<file path="config.mk">
export PLATFORM = sky130hd
export DESIGN_NAME = bitfieldEngine
export DESIGN_NICKNAME = d
export VERILOG_FILES = /design/src/design/bitfieldPkg.sv /design/src/design/bitfieldRegs.sv /design/src/design/bitfieldDispatch.sv /design/src/design/bitfieldLane.sv /design/src/design/bitfieldCollect.sv /design/src/design/bitfieldEngine.sv
export VERILOG_INCLUDE_DIRS = /design/src /design/src/design
export SDC_FILE = /design/constraint.sdc
export NUM_CORES = 1
export LEC_CHECK = 0
export BUFFER_PORTS_ARGS = -buffer_cell sky130_fd_sc_hd__buf_4
export CELL_PAD_IN_SITES_DETAIL_PLACEMENT = 1
export CELL_PAD_IN_SITES_GLOBAL_PLACEMENT = 2
export CORE_MARGIN = 5
export CORE_UTILIZATION = 45
export DETAILED_ROUTE_END_ITERATION = 16
export GPL_TIMING_DRIVEN = 0
export PLACE_DENSITY_LB_ADDON = 0.1
export SLEW_MARGIN = 20
export SYNTH_ARGS = -nofsm -noshare
export SYNTH_HDL_FRONTEND = slang
export SYNTH_SLANG_ARGS = --single-unit
</file>
<file path="constraint.sdc">
create_clock -name clk -period 10 [get_ports clk]
set_clock_uncertainty 0.1 [all_clocks]
set_input_delay 0.5 -clock clk [delete_from_list [all_inputs] [get_ports clk]]
set_output_delay 0.5 -clock clk [all_outputs]
set_load 0.01 [all_outputs]
</file>
<file path="src/design/bitfield_macros.svh">
`ifndef BITFIELD_MACROS_SVH
`define BITFIELD_MACROS_SVH

// Width of every operand, control word and result
`define BF_WIDTH 32

// Number of identical lanes behind the dispatcher
`define BF_LANES 4

// Entries in the result FIFO of the collector
`define BF_FIFO_DEPTH 8

// ==============================
// AXI4-Lite register offsets
// ==============================
`define BF_ADDR_OPA    5'h00
`define BF_ADDR_OPB    5'h04
// A write here issues one command
`define BF_ADDR_CTRL   5'h08
`define BF_ADDR_STATUS 5'h0C
// A read here pops the result FIFO
`define BF_ADDR_RESULT 5'h10

`endif

</file>
<file path="src/design/bitfieldPkg.sv">
`default_nettype none

`include "bitfield_macros.svh"

package bitfieldPkg;

	// One operand or result word
	typedef logic [`BF_WIDTH-1:0] bfValue;

	// Bit position inside a word, used for mb and me
	typedef logic [4:0] bfPos;

	// Immediate field of the control word
	typedef logic [6:0] bfImm;

	// Lane index, wide enough for every lane
	typedef logic [$clog2(`BF_LANES)-1:0] laneIdx;

	// FIFO fill level, one bit wider than the index so that full fits
	typedef logic [$clog2(`BF_FIFO_DEPTH):0] bfCount;

	// Operation codes, as held in bits 3:0 of the control word
	typedef enum logic [3:0] {
		BFCLR  = 4'd0,
		BFSET  = 4'd1,
		BFCHG  = 4'd2,
		BFEXT  = 4'd3,
		BFINS  = 4'd4,
		BFINSI = 4'd5,
		BFFFO  = 4'd6,
		BFNOP  = 4'd7
	} bfOp;

	// Write side of the register block
	typedef enum logic [1:0] {
		WR_IDLE,
		WR_ISSUE,
		WR_RESP
	} axiWrState;

	// Read side of the register block
	typedef enum logic {
		RD_IDLE,
		RD_RESP
	} axiRdState;

endpackage

`default_nettype wire

</file>
<file path="src/design/bitfieldRegs.sv">
`timescale 1ns/1ps
`default_nettype none

`include "bitfield_macros.svh"

module bitfieldRegs (
	input wire clk,
	input wire arstN,
	// AXI4-Lite write address and data
	input wire [4:0] awaddr,
	input wire awvalid,
	output logic awready,
	input wire bitfieldPkg::bfValue wdata,
	input wire wvalid,
	output logic wready,
	output logic [1:0] bresp,
	output logic bvalid,
	input wire bready,
	// AXI4-Lite read address and data
	input wire [4:0] araddr,
	input wire arvalid,
	output logic arready,
	output bitfieldPkg::bfValue rdata,
	output logic [1:0] rresp,
	output logic rvalid,
	input wire rready,
	// Command towards the dispatcher
	output logic cmdValid,
	output bitfieldPkg::bfOp cmdOp,
	output bitfieldPkg::bfValue cmdA,
	output bitfieldPkg::bfValue cmdB,
	output bitfieldPkg::bfPos cmdMb,
	output bitfieldPkg::bfPos cmdMe,
	output logic cmdSignExt,
	output bitfieldPkg::bfImm cmdImm,
	input wire cmdReady,
	// Result FIFO in the collector
	input wire bitfieldPkg::bfCount fifoCount,
	output logic fifoPop,
	input wire bitfieldPkg::bfValue fifoHead,
	input wire anyBusy
);

	import bitfieldPkg::*;

	localparam logic [1:0] RESP_OKAY = 2'b00;
	localparam logic [1:0] RESP_SLVERR = 2'b10;

	axiWrState wrState;
	axiRdState rdState;
	bfValue opA;
	bfValue opB;
	bfValue ctrlReg;
	bfValue readWord;
	logic [1:0] readResp;
	logic wrHandshake;
	logic rdHandshake;
	logic fifoEmpty;

	// ==============================
	// Write side
	// ==============================

	// Address and data are taken together, and only while idle
	assign wrHandshake = (wrState == WR_IDLE) && awvalid && wvalid;
	assign awready = wrHandshake;
	assign wready = wrHandshake;

	// Writes always complete with OKAY once the response phase is reached
	assign bresp = RESP_OKAY;
	assign bvalid = (wrState == WR_RESP);

	// The command is offered for as long as the FSM waits in WR_ISSUE
	assign cmdValid = (wrState == WR_ISSUE);

	// Command fields are sliced out of the held control word
	assign cmdA = opA;
	assign cmdB = opB;
	assign cmdOp = bfOp'(ctrlReg[3:0]);
	assign cmdMb = ctrlReg[12:8];
	assign cmdMe = ctrlReg[20:16];
	assign cmdSignExt = ctrlReg[24];
	assign cmdImm = ctrlReg[31:25];

	always_ff @(posedge clk or negedge arstN)
	begin
		if (!arstN)
		begin
			wrState <= WR_IDLE;
			opA <= '0;
			opB <= '0;
			ctrlReg <= '0;
		end
		else
		begin
			case (wrState)
				WR_IDLE:
					if (wrHandshake)
					begin
						case (awaddr)
							`BF_ADDR_OPA: opA <= wdata;
							`BF_ADDR_OPB: opB <= wdata;
							`BF_ADDR_CTRL: ctrlReg <= wdata;
							default: ;
						endcase
						// Only a control write has a command to hand over
						wrState <= (awaddr == `BF_ADDR_CTRL) ? WR_ISSUE : WR_RESP;
					end
				// The response waits until a lane has taken the command
				WR_ISSUE:
					if (cmdReady)
						wrState <= WR_RESP;
				WR_RESP:
					if (bready)
						wrState <= WR_IDLE;
				default:
					wrState <= WR_IDLE;
			endcase
		end
	end

	// ==============================
	// Read side
	// ==============================

	assign arready = (rdState == RD_IDLE);
	assign rvalid = (rdState == RD_RESP);
	assign rdHandshake = arvalid && arready;
	assign fifoEmpty = (fifoCount == '0);

	// An empty FIFO is never popped, the read just reports the error
	assign fifoPop = rdHandshake && (araddr == `BF_ADDR_RESULT) && !fifoEmpty;

	always_comb
	begin
		readWord = '0;
		readResp = RESP_OKAY;
		case (araddr)
			`BF_ADDR_OPA: readWord = opA;
			`BF_ADDR_OPB: readWord = opB;
			`BF_ADDR_CTRL: readWord = ctrlReg;
			`BF_ADDR_STATUS:
			begin
				// Fill level sits in the low bits, the busy flag in bit 8
				readWord = bfValue'(fifoCount);
				readWord[8] = anyBusy;
			end
			`BF_ADDR_RESULT:
				if (fifoEmpty)
					readResp = RESP_SLVERR;
				else
					readWord = fifoHead;
			default: readResp = RESP_SLVERR;
		endcase
	end

	always_ff @(posedge clk or negedge arstN)
	begin
		if (!arstN)
			rdState <= RD_IDLE;
		else if (rdHandshake)
			rdState <= RD_RESP;
		else if (rvalid && rready)
			rdState <= RD_IDLE;
	end

	// Read data is captured at the address handshake and shown next cycle
	always_ff @(posedge clk)
	begin
		if (rdHandshake)
		begin
			rdata <= readWord;
			rresp <= readResp;
		end
	end

	// Both responses stay up until the host takes them
	rvalidHold: assert property (@(posedge clk) disable iff (!arstN)
		rvalid && !rready |=> rvalid && $stable(rdata));
	bvalidHold: assert property (@(posedge clk) disable iff (!arstN)
		bvalid && !bready |=> bvalid);

	// A pending command keeps its fields until a lane accepts it
	cmdHold: assert property (@(posedge clk) disable iff (!arstN)
		cmdValid && !cmdReady |=> cmdValid && $stable({cmdOp, cmdA, cmdB, ctrlReg}));

endmodule

`default_nettype wire

</file>
<file path="src/design/bitfieldDispatch.sv">
`timescale 1ns/1ps
`default_nettype none

`include "bitfield_macros.svh"

module bitfieldDispatch (
	input wire clk,
	input wire arstN,
	input wire cmdValid,
	output logic cmdReady,
	output logic [`BF_LANES-1:0] laneInValid,
	input wire [`BF_LANES-1:0] laneBusy
);

	import bitfieldPkg::*;

	// Lane that gets the next command
	laneIdx nextLane;
	logic accept;

	// Commands never skip a busy lane, so lanes fill in strict rotation
	assign cmdReady = !laneBusy[nextLane];
	assign accept = cmdValid && cmdReady;

	always_comb
	begin
		laneInValid = '0;
		laneInValid[nextLane] = accept;
	end

	always_ff @(posedge clk or negedge arstN)
	begin
		if (!arstN)
			nextLane <= '0;
		else if (accept)
		begin
			// Wrap explicitly so a lane count that is not a power of two still works
			if (nextLane == laneIdx'(`BF_LANES - 1))
				nextLane <= '0;
			else
				nextLane <= nextLane + 1'b1;
		end
	end

	// A command is handed to a single lane
	oneLane: assert property (@(posedge clk) disable iff (!arstN)
		$onehot0(laneInValid));

endmodule

`default_nettype wire

</file>
<file path="src/design/bitfieldLane.sv">
`timescale 1ns/1ps
`default_nettype none

`include "bitfield_macros.svh"

module bitfieldLane (
	input wire clk,
	input wire arstN,
	input wire inValid,
	input wire bitfieldPkg::bfOp op,
	input wire bitfieldPkg::bfValue a,
	input wire bitfieldPkg::bfValue b,
	input wire bitfieldPkg::bfPos mb,
	input wire bitfieldPkg::bfPos me,
	input wire signExt,
	input wire bitfieldPkg::bfImm imm,
	output logic outValid,
	output bitfieldPkg::bfValue result,
	input wire outAck,
	output logic busy
);

	import bitfieldPkg::*;

	bfValue mask;
	bfValue resultNext;
	bfValue insField;
	bfValue maskedA;
	logic [2*`BF_WIDTH-1:0] pair;
	bfPos ffoIdx;
	logic ffoFound;

	// ==============================
	// Field mask
	// ==============================

	// Bits mb through me, wrapping past the top when me is below mb
	always_comb
	begin
		for (int n = 0; n < `BF_WIDTH; n++)
		begin
			if (me >= mb)
				mask[n] = (n >= mb) && (n <= me);
			else
				mask[n] = (n >= mb) || (n <= me);
		end
	end

	// Register value or immediate, moved up to the start of the field
	assign insField = (op == BFINSI) ? (bfValue'(imm) << mb) : (b << mb);

	// Operand pair for extraction, b above a
	assign pair = {b, a} >> mb;

	assign maskedA = a & mask;

	// Highest set bit of the masked operand, later bits overwrite earlier ones
	always_comb
	begin
		ffoIdx = '0;
		ffoFound = 1'b0;
		for (int n = 0; n < `BF_WIDTH; n++)
		begin
			if (maskedA[n])
			begin
				ffoIdx = bfPos'(n);
				ffoFound = 1'b1;
			end
		end
	end

	// ==============================
	// Operation select
	// ==============================

	always_comb
	begin
		resultNext = '0;
		case (op)
			BFCLR: resultNext = a & ~mask;
			BFSET: resultNext = a | mask;
			BFCHG: resultNext = a ^ mask;
			BFEXT:
				// Keep bits 0 to me and fill above from bit me or with zero
				for (int n = 0; n < `BF_WIDTH; n++)
				begin
					if (n > me)
						resultNext[n] = signExt ? pair[me] : 1'b0;
					else
						resultNext[n] = pair[n];
				end
			BFINS, BFINSI: resultNext = (a & ~mask) | (insField & mask);
			// No bit set gives all ones
			BFFFO: resultNext = ffoFound ? bfValue'(ffoIdx) - bfValue'(mb) : '1;
			default: resultNext = '0;
		endcase
	end

	// Result is only loaded on issue, so a held result is never overwritten
	always_ff @(posedge clk)
	begin
		if (inValid)
			result <= resultNext;
	end

	always_ff @(posedge clk or negedge arstN)
	begin
		if (!arstN)
			outValid <= 1'b0;
		else if (inValid)
			outValid <= 1'b1;
		else if (outAck)
			outValid <= 1'b0;
	end

	// The lane counts as busy while its result waits for the collector
	assign busy = outValid;

	// The dispatcher must never hand work to a lane with a pending result
	noIssueWhenBusy: assert property (@(posedge clk) disable iff (!arstN)
		inValid |-> !busy);

endmodule

`default_nettype wire

</file>
<file path="src/design/bitfieldCollect.sv">
`timescale 1ns/1ps
`default_nettype none

`include "bitfield_macros.svh"

module bitfieldCollect (
	input wire clk,
	input wire arstN,
	input wire [`BF_LANES-1:0] laneOutValid,
	input wire bitfieldPkg::bfValue laneResult [`BF_LANES],
	output logic [`BF_LANES-1:0] laneOutAck,
	input wire fifoPop,
	output bitfieldPkg::bfCount fifoCount,
	output bitfieldPkg::bfValue fifoHead
);

	import bitfieldPkg::*;

	localparam int PTR_W = $clog2(`BF_FIFO_DEPTH);

	bfValue mem [`BF_FIFO_DEPTH];
	logic [PTR_W-1:0] wrPtr;
	logic [PTR_W-1:0] rdPtr;
	laneIdx expLane;
	logic fifoFull;
	logic push;

	// Lanes are drained in the same rotation the dispatcher issues them
	assign fifoFull = (fifoCount == bfCount'(`BF_FIFO_DEPTH));
	assign push = laneOutValid[expLane] && !fifoFull;

	always_comb
	begin
		laneOutAck = '0;
		laneOutAck[expLane] = push;
	end

	assign fifoHead = mem[rdPtr];

	always_ff @(posedge clk)
	begin
		if (push)
			mem[wrPtr] <= laneResult[expLane];
	end

	always_ff @(posedge clk or negedge arstN)
	begin
		if (!arstN)
		begin
			wrPtr <= '0;
			rdPtr <= '0;
			expLane <= '0;
			fifoCount <= '0;
		end
		else
		begin
			if (push)
			begin
				wrPtr <= (wrPtr == PTR_W'(`BF_FIFO_DEPTH - 1)) ? '0 : wrPtr + 1'b1;
				expLane <= (expLane == laneIdx'(`BF_LANES - 1)) ? '0 : expLane + 1'b1;
			end
			if (fifoPop)
				rdPtr <= (rdPtr == PTR_W'(`BF_FIFO_DEPTH - 1)) ? '0 : rdPtr + 1'b1;
			// Push and pop in one cycle leave the count unchanged
			if (push && !fifoPop)
				fifoCount <= fifoCount + 1'b1;
			else if (fifoPop && !push)
				fifoCount <= fifoCount - 1'b1;
		end
	end

	// The fill level never climbs past the depth, so a full FIFO takes no push
	noPushFull: assert property (@(posedge clk) disable iff (!arstN)
		fifoCount <= bfCount'(`BF_FIFO_DEPTH));

	// The register block only pops what is there
	noPopEmpty: assert property (@(posedge clk) disable iff (!arstN)
		fifoPop |-> fifoCount != '0);

endmodule

`default_nettype wire

</file>
<file path="src/design/bitfieldEngine.sv">
`timescale 1ns/1ps
`default_nettype none

`include "bitfield_macros.svh"

module bitfieldEngine (
	input wire clk,
	input wire arstN,
	input wire [4:0] awaddr,
	input wire awvalid,
	output logic awready,
	input wire bitfieldPkg::bfValue wdata,
	input wire wvalid,
	output logic wready,
	output logic [1:0] bresp,
	output logic bvalid,
	input wire bready,
	input wire [4:0] araddr,
	input wire arvalid,
	output logic arready,
	output bitfieldPkg::bfValue rdata,
	output logic [1:0] rresp,
	output logic rvalid,
	input wire rready
);

	import bitfieldPkg::*;

	// Command shared by all lanes
	logic cmdValid;
	logic cmdReady;
	bfOp cmdOp;
	bfValue cmdA;
	bfValue cmdB;
	bfPos cmdMb;
	bfPos cmdMe;
	logic cmdSignExt;
	bfImm cmdImm;

	// Per-lane handshakes
	logic [`BF_LANES-1:0] laneInValid;
	logic [`BF_LANES-1:0] laneBusy;
	logic [`BF_LANES-1:0] laneOutValid;
	logic [`BF_LANES-1:0] laneOutAck;
	bfValue laneResult [`BF_LANES];

	// Result FIFO
	bfCount fifoCount;
	bfValue fifoHead;
	logic fifoPop;
	logic anyBusy;

	// STATUS reports whether any lane still holds a result
	assign anyBusy = |laneBusy;

	bitfieldRegs regs (
		.clk(clk), .arstN(arstN),
		.awaddr(awaddr), .awvalid(awvalid), .awready(awready),
		.wdata(wdata), .wvalid(wvalid), .wready(wready),
		.bresp(bresp), .bvalid(bvalid), .bready(bready),
		.araddr(araddr), .arvalid(arvalid), .arready(arready),
		.rdata(rdata), .rresp(rresp), .rvalid(rvalid), .rready(rready),
		.cmdValid(cmdValid), .cmdOp(cmdOp), .cmdA(cmdA), .cmdB(cmdB),
		.cmdMb(cmdMb), .cmdMe(cmdMe), .cmdSignExt(cmdSignExt), .cmdImm(cmdImm),
		.cmdReady(cmdReady),
		.fifoCount(fifoCount), .fifoPop(fifoPop), .fifoHead(fifoHead),
		.anyBusy(anyBusy)
	);

	bitfieldDispatch dispatch (
		.clk(clk), .arstN(arstN),
		.cmdValid(cmdValid), .cmdReady(cmdReady),
		.laneInValid(laneInValid), .laneBusy(laneBusy)
	);

	// Every lane sees the same command, only its own valid differs
	for (genvar i = 0; i < `BF_LANES; i++)
	begin : genLane
		bitfieldLane lane (
			.clk(clk), .arstN(arstN),
			.inValid(laneInValid[i]),
			.op(cmdOp), .a(cmdA), .b(cmdB), .mb(cmdMb), .me(cmdMe),
			.signExt(cmdSignExt), .imm(cmdImm),
			.outValid(laneOutValid[i]), .result(laneResult[i]),
			.outAck(laneOutAck[i]), .busy(laneBusy[i])
		);
	end

	bitfieldCollect collect (
		.clk(clk), .arstN(arstN),
		.laneOutValid(laneOutValid), .laneResult(laneResult), .laneOutAck(laneOutAck),
		.fifoPop(fifoPop), .fifoCount(fifoCount), .fifoHead(fifoHead)
	);

endmodule

`default_nettype wire

</file>
# --- Word-level counts from Yosys, hierarchy flattened ---
# Memories as Yosys holds them, arrays and structs flattened.
# Cells that the tools add are included.
# Widths: inputs -> output; s select.
totals:
  ramBits: 256
  wordCells: 429
  latch_bits: 0
  reg_bits: 279
  n_memories: 1
  input_bits: 49
  output_inout_bits: 41
  rom_bits: 0
memory_table:
  columns: ["memory", "words", "word_bits", "rd", "rd_clocked_by_memory_dff", "wr", "line_no", "rtl"]
  rows:
  - ["collect.mem", 8, 32, 1, 0, 1, "bitfieldCollect.sv:21", "bfValue mem [`BF_FIFO_DEPTH];"]
op_classes:
  shifts: 3
  n_bitwise: 11
  order_cmp: 100
  n_mul: 0
  n_reduce_logical: 95
  n_eq_ne: 22
  n_div: 0
  add_sub_neg: 7
  muxes: 170
ops:
  columns: ["cell", "n"]
  rows:
  - ["$pmux 32 s6", 1]
  - ["$mux 32", 5]
  - ["$pmux 32 s5", 1]
  - ["$mux 5", 30]
  - ["$mux 1", 114]
  - ["$and 32x32->32", 3]
  - ["$gt 5x5->1 const A", 16]
  - ["$le 5x5->1 const A", 16]
  - ["$ge 5x5->1 const A", 15]
  - ["$bmux 32 s2", 1]
  - ["$or 32x32->32", 2]
  - ["$shr 64x5->32", 1]
  - ["$logic_and 1x1->1", 42]
  - ["$ge 4x5->1 const A", 8]
  - ["$gt 4x5->1 const A", 8]
  - ["$le 4x5->1 const A", 8]
  - ["$not 32->32", 1]
  - ["$shl 32x5->32", 1]
  - ["$shl 7x5->32", 1]
  - ["$xor 32x32->32", 1]
  - ["$logic_or 1x1->1", 30]
  - ["$ge 3x5->1 const A", 4]
  - ["$gt 3x5->1 const A", 4]
  - ["$le 3x5->1 const A", 4]
  - ["other kinds (47)", 91]

# --- Longest topological paths before layout ---
depth:
  word_depth: 38
  mapped_depth: 36
  ltp_nobuf: 30

# --- Hierarchy ---
# From an unflattened synthesis, not the netlist that was laid out.
hier_totals:
  hier_cells: 6498
  area_unflattened_um2: 61968.2
by_module_without_submodules:
  columns: ["module", "area_per_inst_um2", "cells_per_inst", "instances", "seq_area_each_um2"]
  rows:
  - ["bitfieldLane (genLane[0].lane ...)", 10961.8, 1384, 2, 985.9]
  - ["bitfieldLane (genLane[2].lane)", 11363.4, 1401, 1, 985.9]
  - ["bitfieldLane (genLane[3].lane)", 11349.6, 1413, 1, 985.9]
  - ["bitfieldCollect", 11189.5, 487, 1, 7987.7]
  - ["bitfieldRegs", 5894.4, 407, 1, 3468.3]
  - ["bitfieldDispatch", 240.2, 21, 1, 50.0]
  - ["bitfieldEngine", 7.5, 1, 1, 0.0]

# --- Least setup slack after synthesis ---
# OpenSTA, ideal clock, no wires.
synth_timing:
  path_type: "reg-to-reg"
  start: "reg regs.ctrlReg[9]"
  end: "reg genLane[0].lane.result[27] (data pin)"
  period_less_slack_ns: 7.001
  t_required_ns: 9.710
  path_slack_ns: 2.999
  arrival_time_ns: 6.710
  setup_time_ns: 0.190
  path_stages_with_launch: 36
  path_buffers: 8
  path_cell_list: "dfrtp_1 -> buf_2 -> inv_2 -> buf_2 -> buf_2 -> buf_1 -> buf_2 -> ha_1 -> a21o_1 -> a21oi_1 -> o21ai_0 -> clkbuf_1 -> clkbuf_1 -> o22ai_1 -> nand2_1 -> inv_1 -> ha_1 -> nor2_1 -> o31ai_1 -> a211oi_1 -> o31ai_1 -> a211oi_1 -> nor3_1 -> nor3_1 -> o31a_1 -> o31ai_1 -> ha_1 -> nor2b_1 -> o21ai_0 -> a21boi_0 -> o21ai_0 -> a21oi_1 -> nor3_1 -> clkbuf_1 -> nor3_1 -> o211ai_1"
synth_between:
  elab_chain_cells: 38
  word_cells_on_any_way: 205
  classes_between: "add/sub: 1; order compare: 32; shift: 3; mux: 102; bitwise: 7; reduce/logical: 60"
synth_rtl:
  columns: ["element", "line_no", "rtl"]
  rows:
  - ["start, declared", "bitfieldRegs.sv:53", "bfValue ctrlReg;"]
  - ["start signal, assigned", "bitfieldRegs.sv:103", "`BF_ADDR_CTRL: ctrlReg <= wdata;"]
  - ["$ge 1x5->1", "bitfieldLane.sv:43, bitfieldLane.sv:45", null]
  - ["$logic_or 1x1->1 or $logic_and 1x1->1 (tied branches)", "bitfieldLane.sv:45, bitfieldLane.sv:43", null]
  - ["$mux 1", "bitfieldLane.sv:42", "if (me >= mb)"]
  - ["$and 32x32->32", "bitfieldLane.sv:55", "assign maskedA = a & mask;"]
  - ["$mux 1", "bitfieldLane.sv:64", "if (maskedA[n])"]
  - ["$mux 5 (30 in series)", "bitfieldLane.sv:64", null]
  - ["$sub 5x5->6", "bitfieldLane.sv:94", "BFFFO: resultNext = ffoFound ? bfValue'(ffoIdx) - bfValue'(mb) : '1;"]
  - ["$mux 32", "bitfieldLane.sv:94", null]
  - ["$pmux 32 s6 (*)", "bitfieldLane.sv:79", "case (op)"]
  - ["net genLane[0].lane.resultNext[27]", "bitfieldLane.sv:26", "bfValue resultNext;"]
  - ["end signal, assigned", "bitfieldLane.sv:103", "result <= resultNext;"]
  - ["end, declared", "bitfieldLane.sv:18", "output bitfieldPkg::bfValue result,"]
# Mark *: on every way through the listed nets, which the timed path passes. The rest lies on a longest branch. The select of a mux whose other input is x is not followed.
# A chain may end at the register's enable or synchronous reset.

# --- Worst setup path after layout ---
layout_timing:
  start: "reg regs.ctrlReg[10]"
  end: "reg genLane[1].lane.result[9] (data pin)"
layout_between:
  elab_chain_cells: 38
  word_cells_on_any_way: 205
  classes_between: "add/sub: 1; order compare: 32; shift: 3; mux: 102; bitwise: 7; reduce/logical: 60"
layout_rtl:
  columns: ["element", "line_no"]
  rows:
  - ["$ge 1x5->1", null]
  - ["$logic_or 1x1->1 or $logic_and 1x1->1 (tied branches)", null]
  - ["$mux 1", null]
  - ["$and 32x32->32", null]
  - ["$mux 1", null]
  - ["$mux 5 (30 in series)", null]
  - ["$sub 5x5->6", null]
  - ["$mux 32", null]
  - ["$pmux 32 s6 (*)", null]
  - ["net genLane[0].lane.resultNext[9]", "bitfieldLane.sv:26"]
  - ["end signal, assigned", "bitfieldLane.sv:103"]
  - ["end, declared", "bitfieldLane.sv:18"]
# Marks and branches as above.

==> results.cfg <==
[layout]
final_util_pct = 51.46
fin_nets = 2817
area_growth_pct = 13.89
layoutNonFillerInstCount = 3575
layout-drive-gt1-share_pct = 20.40

[setup_path]
slowest_stage = clkbuf_1
cpPeakStageDelay_ps = 580
crit_arrival_ps = 10000
critPathCaptureType = flip-flop
reg2reg_slack_ps = 160
cp-start-kind = flip-flop
critPathKind = flip-flop to flip-flop
cp.required_ps = 10160
critical_path.max_fanout = 11

[global_route]
grt_max_degree = 68
grtUsageTotal_pct = 39.33
grt_overflow_total = 0
antenna_found_initial = 4
grt_pass1_wl_um = 205600
grt_pass1_vias = 25686

[timing]
setup_slack_ps = 155.6
post-route-period-util_pct = 98.44
relSlewSlack_pct = 13.08
worst_slew_pin_slew_ps = 1300
hold_viol = 0
drv_slew = 0
fmaxAchievable_mhz = 101.6
grt_setup_unrepaired = no
period_minus_slack_ps = 9844
setup_viol = 0

[cts]
clk_pin_slew_ps = 60
cts_made_buffers = 56
clock_sinks = 534
clock_latency_ps = 640
cts_tree = built
h-tree-depth = 2
cts-root-buf = clkbuf_16
cts_post_setup_buffers_inserted = 0
cts_buffer_depth = 3

[floorplan]
pin_count = 90
fp.dieArea_um2 = 73840
start_util_pct = 45.18
core_area_um2 = 68230
std_cell_rows = 96
die_w_um = 271.7
die_h_um = 271.7

[drt]
drt_iter0_markers = 3146
drc = 0
first_pass_iters = 8
via_per_inst = 6.992
dr_total_vias = 24995
drtAntennaViolNets = 0
wire_per_inst_um = 41.46
wirelength_um = 148200

[yosys]
synthArstFlopShare_pct = 21.91
syn_inst = 2455
synth.distinct_cells = 91
yosysWarnings = 0
synth_seq_cells = 534
avgSynthCellArea_um2 = 12.56
synthTopCellsByArea = edfxtp_1 (41%), mux4_2 (11%), dfrtp_1 (9.5%), mux2i_1 (5.3%), ha_1 (4.9%)
seq_area_frac_synth_pct = 50.12
synth_top_area_share_pct = 40.62
synth_area_um2 = 30830
synth_edf_count = 417
yosys.area.top_type = edfxtp_1
ys.flop_type = edfxtp_1

[job]
cap_violations = 0

[power_and_ir_drop]
finalPower_mw = 8.345
power-per-cell-area_nw_per_um2 = 237.7
power_leakage_nw = 12.54
peakVddDrop_mv = 0.1413

[status]
status = finished clean

[place]
dp_slack_ps = -801.3
io_buffers = 84
dp_hpwl_um = 110400
placedCellCount = 3457
gp_congestion = 1.042

[worst_hold_path]
hp-class = input port to flip-flop
[critical path, delay by kind of cell (launching register included)]
kind,cells,cell delay [ps]
adders and majority gates,3,680
buffers and inverters,8,3490
and+or+nand+nor,6,920
AOI/OAI and AO/OA,16,3730
DFF,1,470
[kinds of logic (layout without fill, tap and decap cells)]
logic type                 after synthesis  after routing  share of synthesized area (%)
AOI/OAI and AO/OA                      561            561                          12.27
DFF                                    534            534                          50.12
and+or+nand+nor                        516            516                          7.773
muxes                                  422            422                          20.23
buffers and inverters                  273            507                          3.766
adders and majority gates              142            142                          5.658
xor gates and xnor gates                 6              6                         0.1705
other                                    1              5                        0.01216
[report_power, final]
part	internal [mW]	total (mW)	switching, mW
clock	1.27	2.20	0.934
combinational	1.03	3.13	2.10
sequential	2.73	3.01	0.279
[per-layer routing]
layer	track usage, %	routed length, um	vias to the layer above
li1	-	-	9955
met1	48.06	53990	12938
met2	64.65	70210	1608
met3	6.717	11700	490
met4	25.51	12310	4
met5	0	21	-
[cell usage in the layout, fill, tap and decap left out, types with 23 or more instances in the layout]
cell type	netlist	final
edfxtp_1	417	417
mux2i_1	164	164
nand2_1	163	163
nor2_1	154	152
mux4_2	149	149
o21ai_0	125	124
ha_1	121	121
dfrtp_1	117	117
clkbuf_1	115	115
buf_4	8	114
mux2_2	104	104
a21oi_1	96	96
inv_1	88	88
o22ai_1	75	75
clkbuf_16	0	56
nor3_1	47	41
o211ai_1	33	33
a22oi_1	31	31
buf_1	31	27
a221oi_1	25	25
nand3_1	23	23
[area by class of cell]
type / instances / area, um^2
diodes: 2 / 5.005
clock buffers: 65 / 1435
plain buffers: 178 / 822.0
fillers: 6964 / 33120
inverters: 92 / 345.3
multi-input cells: 1650 / 14310
well taps: 882 / 1104
flip-flops and latches: 534 / 15450
repair buffers: 133 / 1162
clock inverters: 39 / 480.5
[final timing paths]
| kind | start | end | cells after the start |
|---|---|---|---|
| max | regs.ctrlReg[10] | genLane[1].lane.result[9] | 33 |
| min | wdata[29] | regs.cmdA[29] | 3 |
| max reg2reg | regs.ctrlReg[10] | genLane[1].lane.result[9] | 33 |
| min reg2reg | regs.ctrlReg[22] | regs.ctrlReg[22] | 1 |
| max in group asynchronous | arstN | regs.ctrlReg[11] | 3 |
| min in group asynchronous | arstN | regs.ctrlReg[9] | 2 |
[per-stage QoR]
stage                     hold slack (ps)  setup TNS, ps  area [um^2]
after floorplan                     104.4              0        30830
after global placement              391.5         -88460        32570
after detailed placement            400.2         -51330        33040
after CTS                           5.412              0        35100
after global routing                26.05              0        35100
final                               23.81              0        35110
[flip-flops by register name (all words and copies together), names as in the netlist]
signal and flops:
collect.mem 256, regs.rdata 32, collect.wrPtr 3, regs.cmdB 32, collect.expLane 2, genLane.lane.busy 4
dispatch.nextLane 2, regs.ctrlReg 32, genLane.lane.result 128, regs.wrState 2, collect.fifoCount 4, regs.rvalid 1
collect.rdPtr 3, regs.cmdA 32, regs.rresp 1
[repair_timing]
action / in CTS / in global routing
endpoints found under the hold margin: 78 / 0
hold buffers: 15 / 0
resized for setup: 6 / 6
pin swaps: 0 / 0
setup endpoints to repair: 96 / 64
[synthesized netlist by cell type (11+ instances only)]
| cell type | n |
|---|---|
| a211oi_1 | 13 |
| a21oi_1 | 96 |
| a221oi_1 | 25 |
| a22o_1 | 11 |
| a22oi_1 | 31 |
| a31oi_1 | 11 |
| and2_1 | 22 |
| and3_1 | 11 |
| buf_1 | 31 |
| buf_2 | 15 |
| clkbuf_1 | 115 |
| dfrtp_1 | 117 |
| edfxtp_1 | 417 |
| ha_1 | 121 |
| inv_1 | 88 |
| maj3_1 | 19 |
| mux2_2 | 104 |
| mux2i_1 | 164 |
| mux4_2 | 149 |
| nand2_1 | 163 |
| nand2b_1 | 20 |
| nand3_1 | 23 |
| nor2_1 | 154 |
| nor2b_1 | 16 |
| nor3_1 | 47 |
| nor4_1 | 14 |
| o211ai_1 | 33 |
| o21ai_0 | 125 |
| o221ai_1 | 14 |
| o22ai_1 | 75 |
Power figures use the tool's default switching activity.
